--- src/common/roce_consts.svh ---
`ifndef ROCE_CONSTS_SVH
`define ROCE_CONSTS_SVH

`define NUM_QP             4
`define NUM_SEND_PKT       8
`define NUM_RD_PKT         8
`define NUM_WR_PKT         8
`define BEAT_BYTES         64

`define SEND_PAYLOAD_BYTES 80
`define RD_PAYLOAD_BYTES   256
`define SEND_PKT_BYTES     134  // wire bytes, icrc not included
`define RD_PKT_BYTES       314
`define ACK_PKT_BYTES      58

// ipv4 total lengths count the 4-byte icrc
`define SEND_TOTAL_LEN     16'h007c
`define RD_TOTAL_LEN       16'h0130
`define ACK_TOTAL_LEN      16'h0030

`define OP_SEND_ONLY       8'h04
`define OP_RD_RESP_ONLY    8'h10
`define OP_ACK             8'h11
`define SEND_BTH_FLAGS     8'h30
`define BTH_PKEY           16'h666f
`define BTH_RSVD           8'h05

`define ETHERTYPE_IPV4     16'h0800
`define IP_VER_IHL         8'h45
`define IP_TOS             8'hb8
`define IP_IDENT           16'h5555
`define IP_FLAGS           16'h4000
`define IP_TTL             8'hba
`define IP_PROTO_UDP       8'h11
`define UDP_SRC_PORT       16'h6851
`define UDP_DST_PORT       16'h12b7
`define UDP_CSUM           16'h0000

`endif

--- src/common/roce_hdr_pkg.sv ---
`include "roce_consts.svh"

package roce_hdr_pkg;

  typedef struct packed {
    logic [47:0] dst_mac;
    logic [47:0] src_mac;
    logic [15:0] ethertype;
  } eth_hdr_t;

  typedef struct packed {
    logic [7:0]  ver_ihl;
    logic [7:0]  tos;
    logic [15:0] total_len;
    logic [15:0] ident;
    logic [15:0] flags_frag;
    logic [7:0]  ttl;
    logic [7:0]  protocol;
    logic [15:0] checksum;
    logic [31:0] src_ip;
    logic [31:0] dst_ip;
  } ipv4_hdr_t;

  typedef struct packed {
    logic [15:0] src_port;
    logic [15:0] dst_port;
    logic [15:0] length;
    logic [15:0] checksum;
  } udp_hdr_t;

  typedef struct packed {
    logic [7:0]  opcode;
    logic [7:0]  flags;    // se, m, pad count, tver
    logic [15:0] pkey;
    logic [7:0]  rsvd;
    logic [23:0] dest_qp;
    logic [7:0]  ack_req;
    logic [23:0] psn;
  } bth_t;

  typedef struct packed {
    logic [7:0]  syndrome;
    logic [23:0] msn;
  } aeth_t;

  // eth + ipv4 + udp + bth, 54 bytes
  typedef struct packed {
    eth_hdr_t  eth;
    ipv4_hdr_t ip;
    udp_hdr_t  udp;
    bth_t      bth;
  } base_hdr_t;

  typedef struct packed {
    base_hdr_t                            hdr;
    logic [`SEND_PAYLOAD_BYTES-1:0][7:0] payload;
  } send_img_t;

  // ack uses only the first 58 bytes
  typedef struct packed {
    base_hdr_t                          hdr;
    aeth_t                              aeth;
    logic [`RD_PAYLOAD_BYTES-1:0][7:0] payload;
  } resp_img_t;

  function automatic logic [15:0] ipv4_checksum(input ipv4_hdr_t hdr);
    ipv4_hdr_t   tmp;
    logic [19:0] sum;
    tmp          = hdr;
    tmp.checksum = '0;
    sum          = '0;
    for (int i = 0; i < 10; i++) begin
      sum = sum + 20'(tmp[i*16 +: 16]);
    end
    sum = 20'(sum[15:0]) + 20'(sum[19:16]); // fold carries twice
    sum = 20'(sum[15:0]) + 20'(sum[19:16]);
    return ~sum[15:0];
  endfunction

  function automatic base_hdr_t make_hdr(
    input logic [47:0] mac_d,
    input logic [47:0] mac_s,
    input logic [31:0] ip_s,
    input logic [31:0] ip_d,
    input logic [15:0] ip_len,
    input logic [7:0]  op,
    input logic [7:0]  bth_flags,
    input logic [23:0] qpn,
    input logic [23:0] seq
  );
    base_hdr_t h;
    h.eth = '{dst_mac: mac_d, src_mac: mac_s, ethertype: `ETHERTYPE_IPV4};
    h.ip  = '{ver_ihl: `IP_VER_IHL, tos: `IP_TOS, total_len: ip_len, ident: `IP_IDENT,
              flags_frag: `IP_FLAGS, ttl: `IP_TTL, protocol: `IP_PROTO_UDP,
              checksum: 16'h0000, src_ip: ip_s, dst_ip: ip_d};
    h.ip.checksum = ipv4_checksum(h.ip);
    h.udp = '{src_port: `UDP_SRC_PORT, dst_port: `UDP_DST_PORT,
              length: ip_len - 16'd20, checksum: `UDP_CSUM};
    h.bth = '{opcode: op, flags: bth_flags, pkey: `BTH_PKEY, rsvd: `BTH_RSVD,
              dest_qp: qpn, ack_req: 8'h00, psn: seq};
    return h;
  endfunction

endpackage

--- src/common/tx_stream_pkg.sv ---
`include "roce_consts.svh"

package tx_stream_pkg;

  typedef struct packed {
    logic [`BEAT_BYTES*8-1:0] data;  // byte 0 in [7:0]
    logic [`BEAT_BYTES-1:0]   keep;
    logic                     last;
  } tx_beat_t;

  typedef struct packed {
    logic [`BEAT_BYTES*8-1:0] data;
    logic                     last;
  } wqe_desc_t;

  typedef struct packed {
    logic [47:0] dst_mac;
    logic [31:0] dst_ip;
    logic [23:0] base_psn;
  } qp_entry_t;

  typedef struct packed {
    logic [47:0] src_mac;
    logic [31:0] src_ip;
  } local_cfg_t;

endpackage

--- src/pkt_gen/pkt_serializer.sv ---
`include "roce_consts.svh"

module pkt_serializer #(
  parameter type img_t = logic [`BEAT_BYTES*8-1:0]
) (
  input  logic                    core_clk,
  input  logic                    core_aresetn,
  input  logic                    load_i,
  input  img_t                    img_i,
  input  logic [15:0]             len_i,
  output tx_stream_pkg::tx_beat_t beat_o,
  output logic                    valid_o,
  input  logic                    ready_i,
  output logic                    done_o
);

  localparam int IMG_BYTES = $bits(img_t) / 8;
  localparam int NUM_BEATS = (IMG_BYTES + `BEAT_BYTES - 1) / `BEAT_BYTES;
  localparam int BUF_W     = NUM_BEATS * `BEAT_BYTES * 8;
  localparam logic [`BEAT_BYTES-1:0] KEEP_ALL = '1;

  logic [IMG_BYTES*8-1:0] img_rev;
  logic [BUF_W-1:0]       buf_q;
  logic [15:0]            rem_q;  // bytes not yet transferred
  logic                   valid_q;
  logic                   xfer;

  // first header byte moves to the low end
  assign img_rev = {<<8{img_i}};
  assign xfer    = valid_q & ready_i;
  assign done_o  = xfer & beat_o.last;
  assign valid_o = valid_q;

  assign beat_o.data = buf_q[`BEAT_BYTES*8-1:0];
  assign beat_o.last = (rem_q <= 16'(`BEAT_BYTES));
  assign beat_o.keep = beat_o.last ? KEEP_ALL >> (`BEAT_BYTES - rem_q) : KEEP_ALL;

  always_ff @(posedge core_clk) begin
    if (load_i) begin
      buf_q <= BUF_W'(img_rev);
    end else if (xfer) begin
      buf_q <= buf_q >> (`BEAT_BYTES * 8);
    end
  end

  always_ff @(posedge core_clk or negedge core_aresetn) begin
    if (!core_aresetn) begin
      valid_q <= 1'b0;
      rem_q   <= '0;
    end else if (load_i) begin
      valid_q <= 1'b1;
      rem_q   <= len_i;
    end else if (xfer) begin
      valid_q <= ~beat_o.last;
      rem_q   <= rem_q - 16'(`BEAT_BYTES);
    end
  end

endmodule

--- src/pkt_gen/resp_pkt_gen.sv ---
`include "roce_consts.svh"

module resp_pkt_gen (
  input  logic                      core_clk,
  input  logic                      core_aresetn,
  input  logic                      cfg_done_i,
  input  tx_stream_pkg::local_cfg_t local_cfg_i,
  input  tx_stream_pkg::qp_entry_t  qp_tbl_i [`NUM_QP],
  input  tx_stream_pkg::wqe_desc_t  wqe_desc_i,
  input  logic                      wqe_valid_i,
  output logic                      post_rd_wqe_o,
  output logic                      post_wr_wqe_o,
  output tx_stream_pkg::tx_beat_t   beat_o,
  output logic                      valid_o,
  input  logic                      ready_i,
  output logic                      rd_done_o,
  output logic                      wr_done_o
);
  import roce_hdr_pkg::*;
  import tx_stream_pkg::*;

  localparam int QP_W = $clog2(`NUM_QP);

  typedef enum logic [2:0] {
    S_IDLE, S_POST, S_WAIT_DESC, S_BUILD, S_WAIT_TX, S_DONE
  } state_t;

  state_t          state_q;
  logic            wr_phase_q;  // 0 read responses, 1 acks
  logic [7:0]      req_cnt_q;
  logic [7:0]      last_req;
  logic            load_q;
  logic            pkt_done;
  logic [23:0]     qpn_q;
  logic [23:0]     psn_q;
  logic [QP_W-1:0] qp_idx;
  qp_entry_t       qp;
  logic [7:0]      pay_byte;
  logic [15:0]     pkt_len;
  resp_img_t       img_d;
  resp_img_t       img_q;

  assign last_req = wr_phase_q ? 8'(`NUM_WR_PKT - 1) : 8'(`NUM_RD_PKT - 1);
  assign qp_idx   = QP_W'((qpn_q - 24'd2) % `NUM_QP);  // qp numbers start at 2
  assign qp       = qp_tbl_i[qp_idx];
  assign pay_byte = {4'h1, req_cnt_q[3:0] + 4'd1};
  assign pkt_len  = wr_phase_q ? 16'(`ACK_PKT_BYTES) : 16'(`RD_PKT_BYTES);

  always_comb begin
    img_d.aeth = '0;
    if (wr_phase_q) begin
      img_d.hdr     = make_hdr(qp.dst_mac, local_cfg_i.src_mac, local_cfg_i.src_ip,
                               qp.dst_ip, `ACK_TOTAL_LEN, `OP_ACK, 8'h00, qpn_q, psn_q);
      img_d.payload = '0;
    end else begin
      img_d.hdr     = make_hdr(qp.dst_mac, local_cfg_i.src_mac, local_cfg_i.src_ip,
                               qp.dst_ip, `RD_TOTAL_LEN, `OP_RD_RESP_ONLY, 8'h00,
                               qpn_q, psn_q);
      img_d.payload = {`RD_PAYLOAD_BYTES{pay_byte}};
    end
  end

  always_ff @(posedge core_clk) begin
    if (state_q == S_WAIT_DESC && wqe_valid_i) begin
      qpn_q <= {wqe_desc_i.data[47*8 +: 8], wqe_desc_i.data[48*8 +: 8],
                wqe_desc_i.data[49*8 +: 8]};
      psn_q <= {wqe_desc_i.data[51*8 +: 8], wqe_desc_i.data[52*8 +: 8],
                wqe_desc_i.data[53*8 +: 8]};
    end
    if (state_q == S_BUILD) begin
      img_q <= img_d;
    end
  end

  always_ff @(posedge core_clk or negedge core_aresetn) begin
    if (!core_aresetn) begin
      state_q       <= S_IDLE;
      wr_phase_q    <= 1'b0;
      req_cnt_q     <= '0;
      load_q        <= 1'b0;
      post_rd_wqe_o <= 1'b0;
      post_wr_wqe_o <= 1'b0;
      rd_done_o     <= 1'b0;
      wr_done_o     <= 1'b0;
    end else begin
      load_q        <= 1'b0;
      post_rd_wqe_o <= 1'b0;
      post_wr_wqe_o <= 1'b0;
      case (state_q)
        S_IDLE: begin
          if (cfg_done_i) state_q <= S_POST;
        end
        S_POST: begin
          post_rd_wqe_o <= ~wr_phase_q;
          post_wr_wqe_o <= wr_phase_q;
          state_q       <= S_WAIT_DESC;
        end
        S_WAIT_DESC: begin
          if (wqe_valid_i) state_q <= S_BUILD;
        end
        S_BUILD: begin
          load_q  <= 1'b1;
          state_q <= S_WAIT_TX;
        end
        S_WAIT_TX: begin
          if (pkt_done) begin
            if (req_cnt_q != last_req) begin
              req_cnt_q <= req_cnt_q + 8'd1;
              state_q   <= S_POST;
            end else if (!wr_phase_q) begin
              rd_done_o  <= 1'b1;  // reads finished, move on to writes
              wr_phase_q <= 1'b1;
              req_cnt_q  <= '0;
              state_q    <= S_POST;
            end else begin
              wr_done_o <= 1'b1;
              state_q   <= S_DONE;
            end
          end
        end
        default: state_q <= S_DONE;
      endcase
    end
  end

  pkt_serializer #(
    .img_t (resp_img_t)
  ) i_pkt_serializer (
    .core_clk     (core_clk),
    .core_aresetn (core_aresetn),
    .load_i       (load_q),
    .img_i        (img_q),
    .len_i        (pkt_len),
    .beat_o       (beat_o),
    .valid_o      (valid_o),
    .ready_i      (ready_i),
    .done_o       (pkt_done)
  );

endmodule

--- src/pkt_gen/send_pkt_gen.sv ---
`include "roce_consts.svh"

module send_pkt_gen (
  input  logic                      core_clk,
  input  logic                      core_aresetn,
  input  logic                      cfg_done_i,
  input  tx_stream_pkg::local_cfg_t local_cfg_i,
  input  tx_stream_pkg::qp_entry_t  qp_tbl_i [`NUM_QP],
  output tx_stream_pkg::tx_beat_t   beat_o,
  output logic                      valid_o,
  input  logic                      ready_i,
  output logic                      send_done_o
);
  import roce_hdr_pkg::*;
  import tx_stream_pkg::*;

  localparam int CNT_W = $clog2(`NUM_SEND_PKT);
  localparam int QP_W  = $clog2(`NUM_QP);

  typedef enum logic [1:0] {S_IDLE, S_BUILD, S_WAIT_TX, S_DONE} state_t;

  state_t           state_q;
  logic [CNT_W-1:0] pkt_cnt_q;
  logic             load_q;
  logic             pkt_done;
  logic [QP_W-1:0]  qp_idx;
  qp_entry_t        qp;
  logic [23:0]      psn;
  logic [7:0]       pay_byte;
  send_img_t        img_d;
  send_img_t        img_q;

  assign qp_idx   = QP_W'(pkt_cnt_q % `NUM_QP);  // round robin over the table
  assign qp       = qp_tbl_i[qp_idx];
  assign psn      = qp.base_psn + 24'(pkt_cnt_q / `NUM_QP) + 24'd1;
  assign pay_byte = 8'(pkt_cnt_q) + 8'd1;

  always_comb begin
    img_d.hdr     = make_hdr(qp.dst_mac, local_cfg_i.src_mac, local_cfg_i.src_ip, qp.dst_ip,
                             `SEND_TOTAL_LEN, `OP_SEND_ONLY, `SEND_BTH_FLAGS,
                             24'(qp_idx) + 24'd2, psn);
    img_d.payload = {`SEND_PAYLOAD_BYTES{pay_byte}};
  end

  always_ff @(posedge core_clk) begin
    if (state_q == S_BUILD) begin
      img_q <= img_d;
    end
  end

  always_ff @(posedge core_clk or negedge core_aresetn) begin
    if (!core_aresetn) begin
      state_q     <= S_IDLE;
      pkt_cnt_q   <= '0;
      load_q      <= 1'b0;
      send_done_o <= 1'b0;
    end else begin
      load_q <= 1'b0;
      case (state_q)
        S_IDLE: begin
          if (cfg_done_i) state_q <= S_BUILD;
        end
        S_BUILD: begin
          load_q  <= 1'b1;  // image is in img_q next cycle
          state_q <= S_WAIT_TX;
        end
        S_WAIT_TX: begin
          if (pkt_done) begin
            if (pkt_cnt_q == CNT_W'(`NUM_SEND_PKT - 1)) begin
              send_done_o <= 1'b1;
              state_q     <= S_DONE;
            end else begin
              pkt_cnt_q <= pkt_cnt_q + 1'b1;
              state_q   <= S_BUILD;
            end
          end
        end
        default: state_q <= S_DONE;
      endcase
    end
  end

  pkt_serializer #(
    .img_t (send_img_t)
  ) i_pkt_serializer (
    .core_clk     (core_clk),
    .core_aresetn (core_aresetn),
    .load_i       (load_q),
    .img_i        (img_q),
    .len_i        (16'(`SEND_PKT_BYTES)),
    .beat_o       (beat_o),
    .valid_o      (valid_o),
    .ready_i      (ready_i),
    .done_o       (pkt_done)
  );

endmodule

--- src/roce_tx_top.sv ---
`include "roce_consts.svh"

module roce_tx_top (
  input  logic                      core_clk,
  input  logic                      core_aresetn,
  input  logic                      cfg_done_i,
  input  tx_stream_pkg::local_cfg_t local_cfg_i,
  input  tx_stream_pkg::qp_entry_t  qp_tbl_i [`NUM_QP],
  input  tx_stream_pkg::wqe_desc_t  wqe_desc_i,
  input  logic                      wqe_valid_i,
  output tx_stream_pkg::tx_beat_t   tx_beat_o,
  output logic                      tx_valid_o,
  input  logic                      tx_ready_i,
  output logic                      post_rd_wqe_o,
  output logic                      post_wr_wqe_o,
  output logic                      send_done_o,
  output logic                      rd_done_o,
  output logic                      wr_done_o
);
  import tx_stream_pkg::*;

  tx_beat_t send_beat;
  logic     send_valid;
  logic     send_ready;
  tx_beat_t resp_beat;
  logic     resp_valid;
  logic     resp_ready;

  send_pkt_gen i_send_pkt_gen (
    .core_clk     (core_clk),
    .core_aresetn (core_aresetn),
    .cfg_done_i   (cfg_done_i),
    .local_cfg_i  (local_cfg_i),
    .qp_tbl_i     (qp_tbl_i),
    .beat_o       (send_beat),
    .valid_o      (send_valid),
    .ready_i      (send_ready),
    .send_done_o  (send_done_o)
  );

  resp_pkt_gen i_resp_pkt_gen (
    .core_clk      (core_clk),
    .core_aresetn  (core_aresetn),
    .cfg_done_i    (cfg_done_i),
    .local_cfg_i   (local_cfg_i),
    .qp_tbl_i      (qp_tbl_i),
    .wqe_desc_i    (wqe_desc_i),
    .wqe_valid_i   (wqe_valid_i),
    .post_rd_wqe_o (post_rd_wqe_o),
    .post_wr_wqe_o (post_wr_wqe_o),
    .beat_o        (resp_beat),
    .valid_o       (resp_valid),
    .ready_i       (resp_ready),
    .rd_done_o     (rd_done_o),
    .wr_done_o     (wr_done_o)
  );

  // send traffic on port a, responses on port b
  tx_stream_arbiter i_tx_stream_arbiter (
    .core_clk     (core_clk),
    .core_aresetn (core_aresetn),
    .a_beat_i     (send_beat),
    .a_valid_i    (send_valid),
    .a_ready_o    (send_ready),
    .b_beat_i     (resp_beat),
    .b_valid_i    (resp_valid),
    .b_ready_o    (resp_ready),
    .beat_o       (tx_beat_o),
    .valid_o      (tx_valid_o),
    .ready_i      (tx_ready_i)
  );

endmodule

--- src/tx_stream_arbiter.sv ---
module tx_stream_arbiter (
  input  logic                    core_clk,
  input  logic                    core_aresetn,
  input  tx_stream_pkg::tx_beat_t a_beat_i,
  input  logic                    a_valid_i,
  output logic                    a_ready_o,
  input  tx_stream_pkg::tx_beat_t b_beat_i,
  input  logic                    b_valid_i,
  output logic                    b_ready_o,
  output tx_stream_pkg::tx_beat_t beat_o,
  output logic                    valid_o,
  input  logic                    ready_i
);

  logic grant_q;     // 0 port a, 1 port b
  logic busy_q;      // packet on the output, grant locked
  logic last_win_q;
  logic pick;
  logic sel;

  // alternate only when both ports are waiting
  assign pick = (a_valid_i && b_valid_i) ? ~last_win_q : b_valid_i;
  assign sel  = busy_q ? grant_q : pick;

  assign beat_o    = sel ? b_beat_i : a_beat_i;
  assign valid_o   = sel ? b_valid_i : a_valid_i;
  assign a_ready_o = ready_i & ~sel;
  assign b_ready_o = ready_i & sel;

  always_ff @(posedge core_clk or negedge core_aresetn) begin
    if (!core_aresetn) begin
      grant_q    <= 1'b0;
      busy_q     <= 1'b0;
      last_win_q <= 1'b1;  // port a goes first
    end else if (valid_o) begin
      if (ready_i && beat_o.last) begin
        busy_q     <= 1'b0;
        last_win_q <= sel;
      end else begin
        // hold the choice while a beat is stalled or mid packet
        busy_q  <= 1'b1;
        grant_q <= sel;
      end
    end
  end

endmodule

--- config.mk ---
export PLATFORM = sky130hd
export DESIGN_NAME = roce_tx_top
export DESIGN_NICKNAME = d
export VERILOG_FILES = /design/src/common/roce_hdr_pkg.sv /design/src/common/tx_stream_pkg.sv /design/src/pkt_gen/pkt_serializer.sv /design/src/pkt_gen/resp_pkt_gen.sv /design/src/pkt_gen/send_pkt_gen.sv /design/src/roce_tx_top.sv /design/src/tx_stream_arbiter.sv
export VERILOG_INCLUDE_DIRS = /design/src /design/src/common
export SDC_FILE = /design/constraint.sdc
export NUM_CORES = 2
export LEC_CHECK = 0
export BUFFER_PORTS_ARGS = -buffer_cell sky130_fd_sc_hd__buf_2
export CORE_AREA = 2 2 623 625
export CTS_BUF_LIST = sky130_fd_sc_hd__clkbuf_8 sky130_fd_sc_hd__clkbuf_16
export CTS_CLUSTER_DIAMETER = 200
export DETAILED_ROUTE_END_ITERATION = 8
export DIE_AREA = 0 0 625 627
export PLACE_DENSITY_LB_ADDON = 0.15
export SYNTH_ARGS = -nofsm -noshare
export SYNTH_HDL_FRONTEND = slang
export SYNTH_HIERARCHICAL = 1
export SYNTH_SLANG_ARGS = --single-unit
--- constraint.sdc ---
create_clock -name core_clk -period 75.1 [get_ports core_clk]
set_input_delay 3.755 -clock core_clk [delete_from_list [all_inputs] [get_ports core_clk]]
set_output_delay 3.755 -clock core_clk [all_outputs]
set_load 0.05 [all_outputs]
==> metrics <==
total wire length=around 440 mm; num rows=228; Post-Synthesis Cells=12,900; Max Clk Rate=72.2 MHz; leading cell types by count after synthesis=edfxtp_1 (4,069), mux2_2 (2,567), nand2_1 (1,865); Port Buffer Count=1,131; Largest delay share family, worst path=compound AO/OA/AOI/OAI gates; RSZ-0062 raised after global routing=false; clk slew on worst S/H paths=about 60 ps; GP Congestion=0.885; critical path class=in -> reg; Starting Density=0.496; clk_skew=109 ps; first-pass GRT wire length=about 650 mm; clock latency on the worst-skew pair=between 1000 and 1500 ps; outcome=complete, no violations; Lkg Pwr=78.6 nW; Multi-input gate area=61,900 sq um; final critical-path required period=approximately 14,000 ps; power per cell area=28.3 nW/um^2; routed vias/inst=5.11; wire length on met2=218 mm; period utilisation layout=0.184; Final Hold Fails=0; Post-Syn Area=191,000 sq um; Die W=around 630 um; area grow syn2layout=11.8%; largest net degree at the start of global routing=214; Final WS setup=61,250 ps; die height=between 600 and 700 um; H-tree levels=5; routed len/inst=21.9 um; worst path bufs/invs=2; pre-CTS setup slack=60,290 ps; CP peak stage delay=between 700 and 800 ps; hold-critical path depth=0; total number of vias=102,000; Yosys warning count=6; clock root buffer=clkbuf_16; max cap viols=0; FF+latch area=124,000 sq um; met3 wire len=~23 mm; DR iter-0 viols=7,685; EDFF count, synth=4,069; Synth cell types=117; CP arrival=between 10,000 and 15,000 ps; Reg2Reg Launch Point=i_resp_pkt_gen/qpn_q[0]; reg2reg end=i_resp_pkt_gen/img_q[2318]; Die ar.=392,000 sq um; clock buffer depth=4; normalized max-slew margin=0.0193; CTS tree=done; worst-margin pin slew=~1500 ps; share of cells above drive strength 1=0.318; I/O pins=1,597; final-layout fill cell count=31,300; top-count cell post-synth=edfxtp_1; Yosys top cell by area=edfxtp_1; Worst path slowest cell=nor3_1; Final Slew Violations=0; synthesized area per cell=14.9 sq um; net count reported at finish=between 15,000 and 20,000; asr flop ratio synth=0.0148; Setup crit end=i_resp_pkt_gen/img_q[2318]; Critical Path RT=~76,000 ps; Max VDD drop=0.0274 mV; Remaining Overflow, GRT=0; Setup crit end kind=flip-flop; vias in the first global route=approximately 100k; Remaining DRCs=0; synthesized flop and latch total=about 4,100; register area share after synthesis=0.648; initial antenna violation count=63; post-synth top area share=0.640; M1 wire length=184 mm; WP depth=40; post-CTS sizing=0; Worst Hold Class=reg -> reg; Total GRT Usage=0.219; setup TNS=0 ps; synth top area cells=edfxtp_1 (64%), mux2_2 (15%), buf_4 (4.1%); Core ar.=385,000 sq um; DP HPWL=approximately 270 mm; Detail Route Antenna Nets=0; CTS buffer count=437; Critical Path Fanout Max=11; Post-CTS Setup Inserts=0; CP startpoint=qp_tbl_i[129]; 1st-pass router iterations=6; Final Setup Violations=0; startpoint types=input pin; Worst R2R Setup Slack=61,880 ps; Sink Count=4,130; Hold Buf Count CTS=0; FF-to-FF path depth=40; Top Layer Used=met5; ys flop type=edfxtp_1
==> layout make-up <==
| cell class | count | area share |
|---|---|---|
| flip-flops and latches | 4130 | 0.580 |
| multi-input cells | 8429 | 0.290 |
| clock buffers | 445 | 0.0520 |
| repair buffers | 1290 | 0.0331 |
| well taps | 5060 | 0.0297 |
| clock inverters | 351 | 0.0113 |
| inverters | 212 | 0.00373 |
| diodes | 36 | 0.000422 |
==> cell families after synthesis <==
family	count (synthesis)	synth area share
AO/OA/AOI/OAI	456	0.0154
flip-flops	4130	0.648
XOR/XNOR	184	0.00888
other	4	0.0000786
buffers and inverters	1875	0.0590
AND/OR/NAND/NOR	3281	0.0821
multiplexers	2758	0.174
adder cells (fa/ha/maj)	165	0.0129
==> flip-flops by register name (all words and copies together), names as in the netlist, 3 cells and up <==
register	count
i_resp_pkt_gen/i_pkt_serializer/buf_q	2512
i_resp_pkt_gen/i_pkt_serializer/rem_q	16
i_resp_pkt_gen/img_q	230
i_resp_pkt_gen/psn_q	24
i_resp_pkt_gen/qpn_q	24
i_resp_pkt_gen/req_cnt_q	8
i_resp_pkt_gen/state_q	3
i_send_pkt_gen/i_pkt_serializer/buf_q	1072
i_send_pkt_gen/i_pkt_serializer/rem_q	16
i_send_pkt_gen/img_q	207
i_send_pkt_gen/pkt_cnt_q	3
==> worst min-delay path by stage <==
stage,startpoint,to
final,i_resp_pkt_gen/psn_q[5],i_resp_pkt_gen/img_q[2085]
after global routing,i_resp_pkt_gen/psn_q[5],i_resp_pkt_gen/img_q[2085]
after CTS,i_resp_pkt_gen/psn_q[5],i_resp_pkt_gen/img_q[2085]
after detailed placement,i_resp_pkt_gen/qpn_q[7],i_resp_pkt_gen/img_q[2119]
after global placement,i_resp_pkt_gen/psn_q[0],i_resp_pkt_gen/img_q[2080]
after floorplan,i_resp_pkt_gen/psn_q[0],i_resp_pkt_gen/img_q[2080]
==> power by group <==
part           internal, mW  switching [mW]  total (mW)
clock                  1.14           0.895        2.03
combinational         0.377           0.861        1.24
sequential             2.73          0.0495        2.78
total                  4.24            1.81        6.05
==> stage by stage <==
step / instances / utilization / instance area [sq um] / hold slack, ps / power [mW]
4_1_cts: 19900 / 0.554 / 213000 / 400 / 6.12
3_5_place_dp: 19100 / 0.519 / 200000 / 405 / 4.07
5_1_grt: 19900 / 0.554 / 213000 / 414 / 6.31
2_1_floorplan: 14400 / - / 197000 / 400 / 4.07
6_report: 20000 / 0.555 / 213000 / 399 / 6.05
3_3_place_gp: 19100 / 0.519 / 200000 / 406 / 4.05
==> layer usage <==
layer / global-route usage / up-vias
met3: 0.0327 / 571
met4: 0.0667 / 6
li1: - / 47300
met2: 0.374 / 2480
met1: 0.290 / 51600
met5: 0 / -
==> layout by cell type (no fill, tap or decap), drive strengths merged, types with 13 or more instances in the layout <==
| master | n |
|---|---|
| clkbuf | 445 |
| or3 | 15 |
| clkinv | 229 |
| and2 | 1044 |
| ha | 112 |
| nand2b | 16 |
| a21oi | 94 |
| a21o | 15 |
| mux2 | 2567 |
| nand3 | 39 |
| and3 | 18 |
| nand2 | 1868 |
| mux4 | 184 |
| inv | 307 |
| nor3 | 46 |
| nor2 | 135 |
| edfxtp | 4069 |
| a31oi | 19 |
| diode | 36 |
| buf | 1290 |
| dfrtp | 60 |
| o21ai | 196 |
| nand4 | 14 |
| a211oi | 20 |
| xnor2 | 116 |
| bufinv | 19 |
| fa | 53 |
| nor3b | 14 |
| nor2b | 14 |
| xor2 | 66 |
| conb | 1585 |
| o21bai | 14 |
| nor4 | 13 |
(Power assumes the default switching activity.)
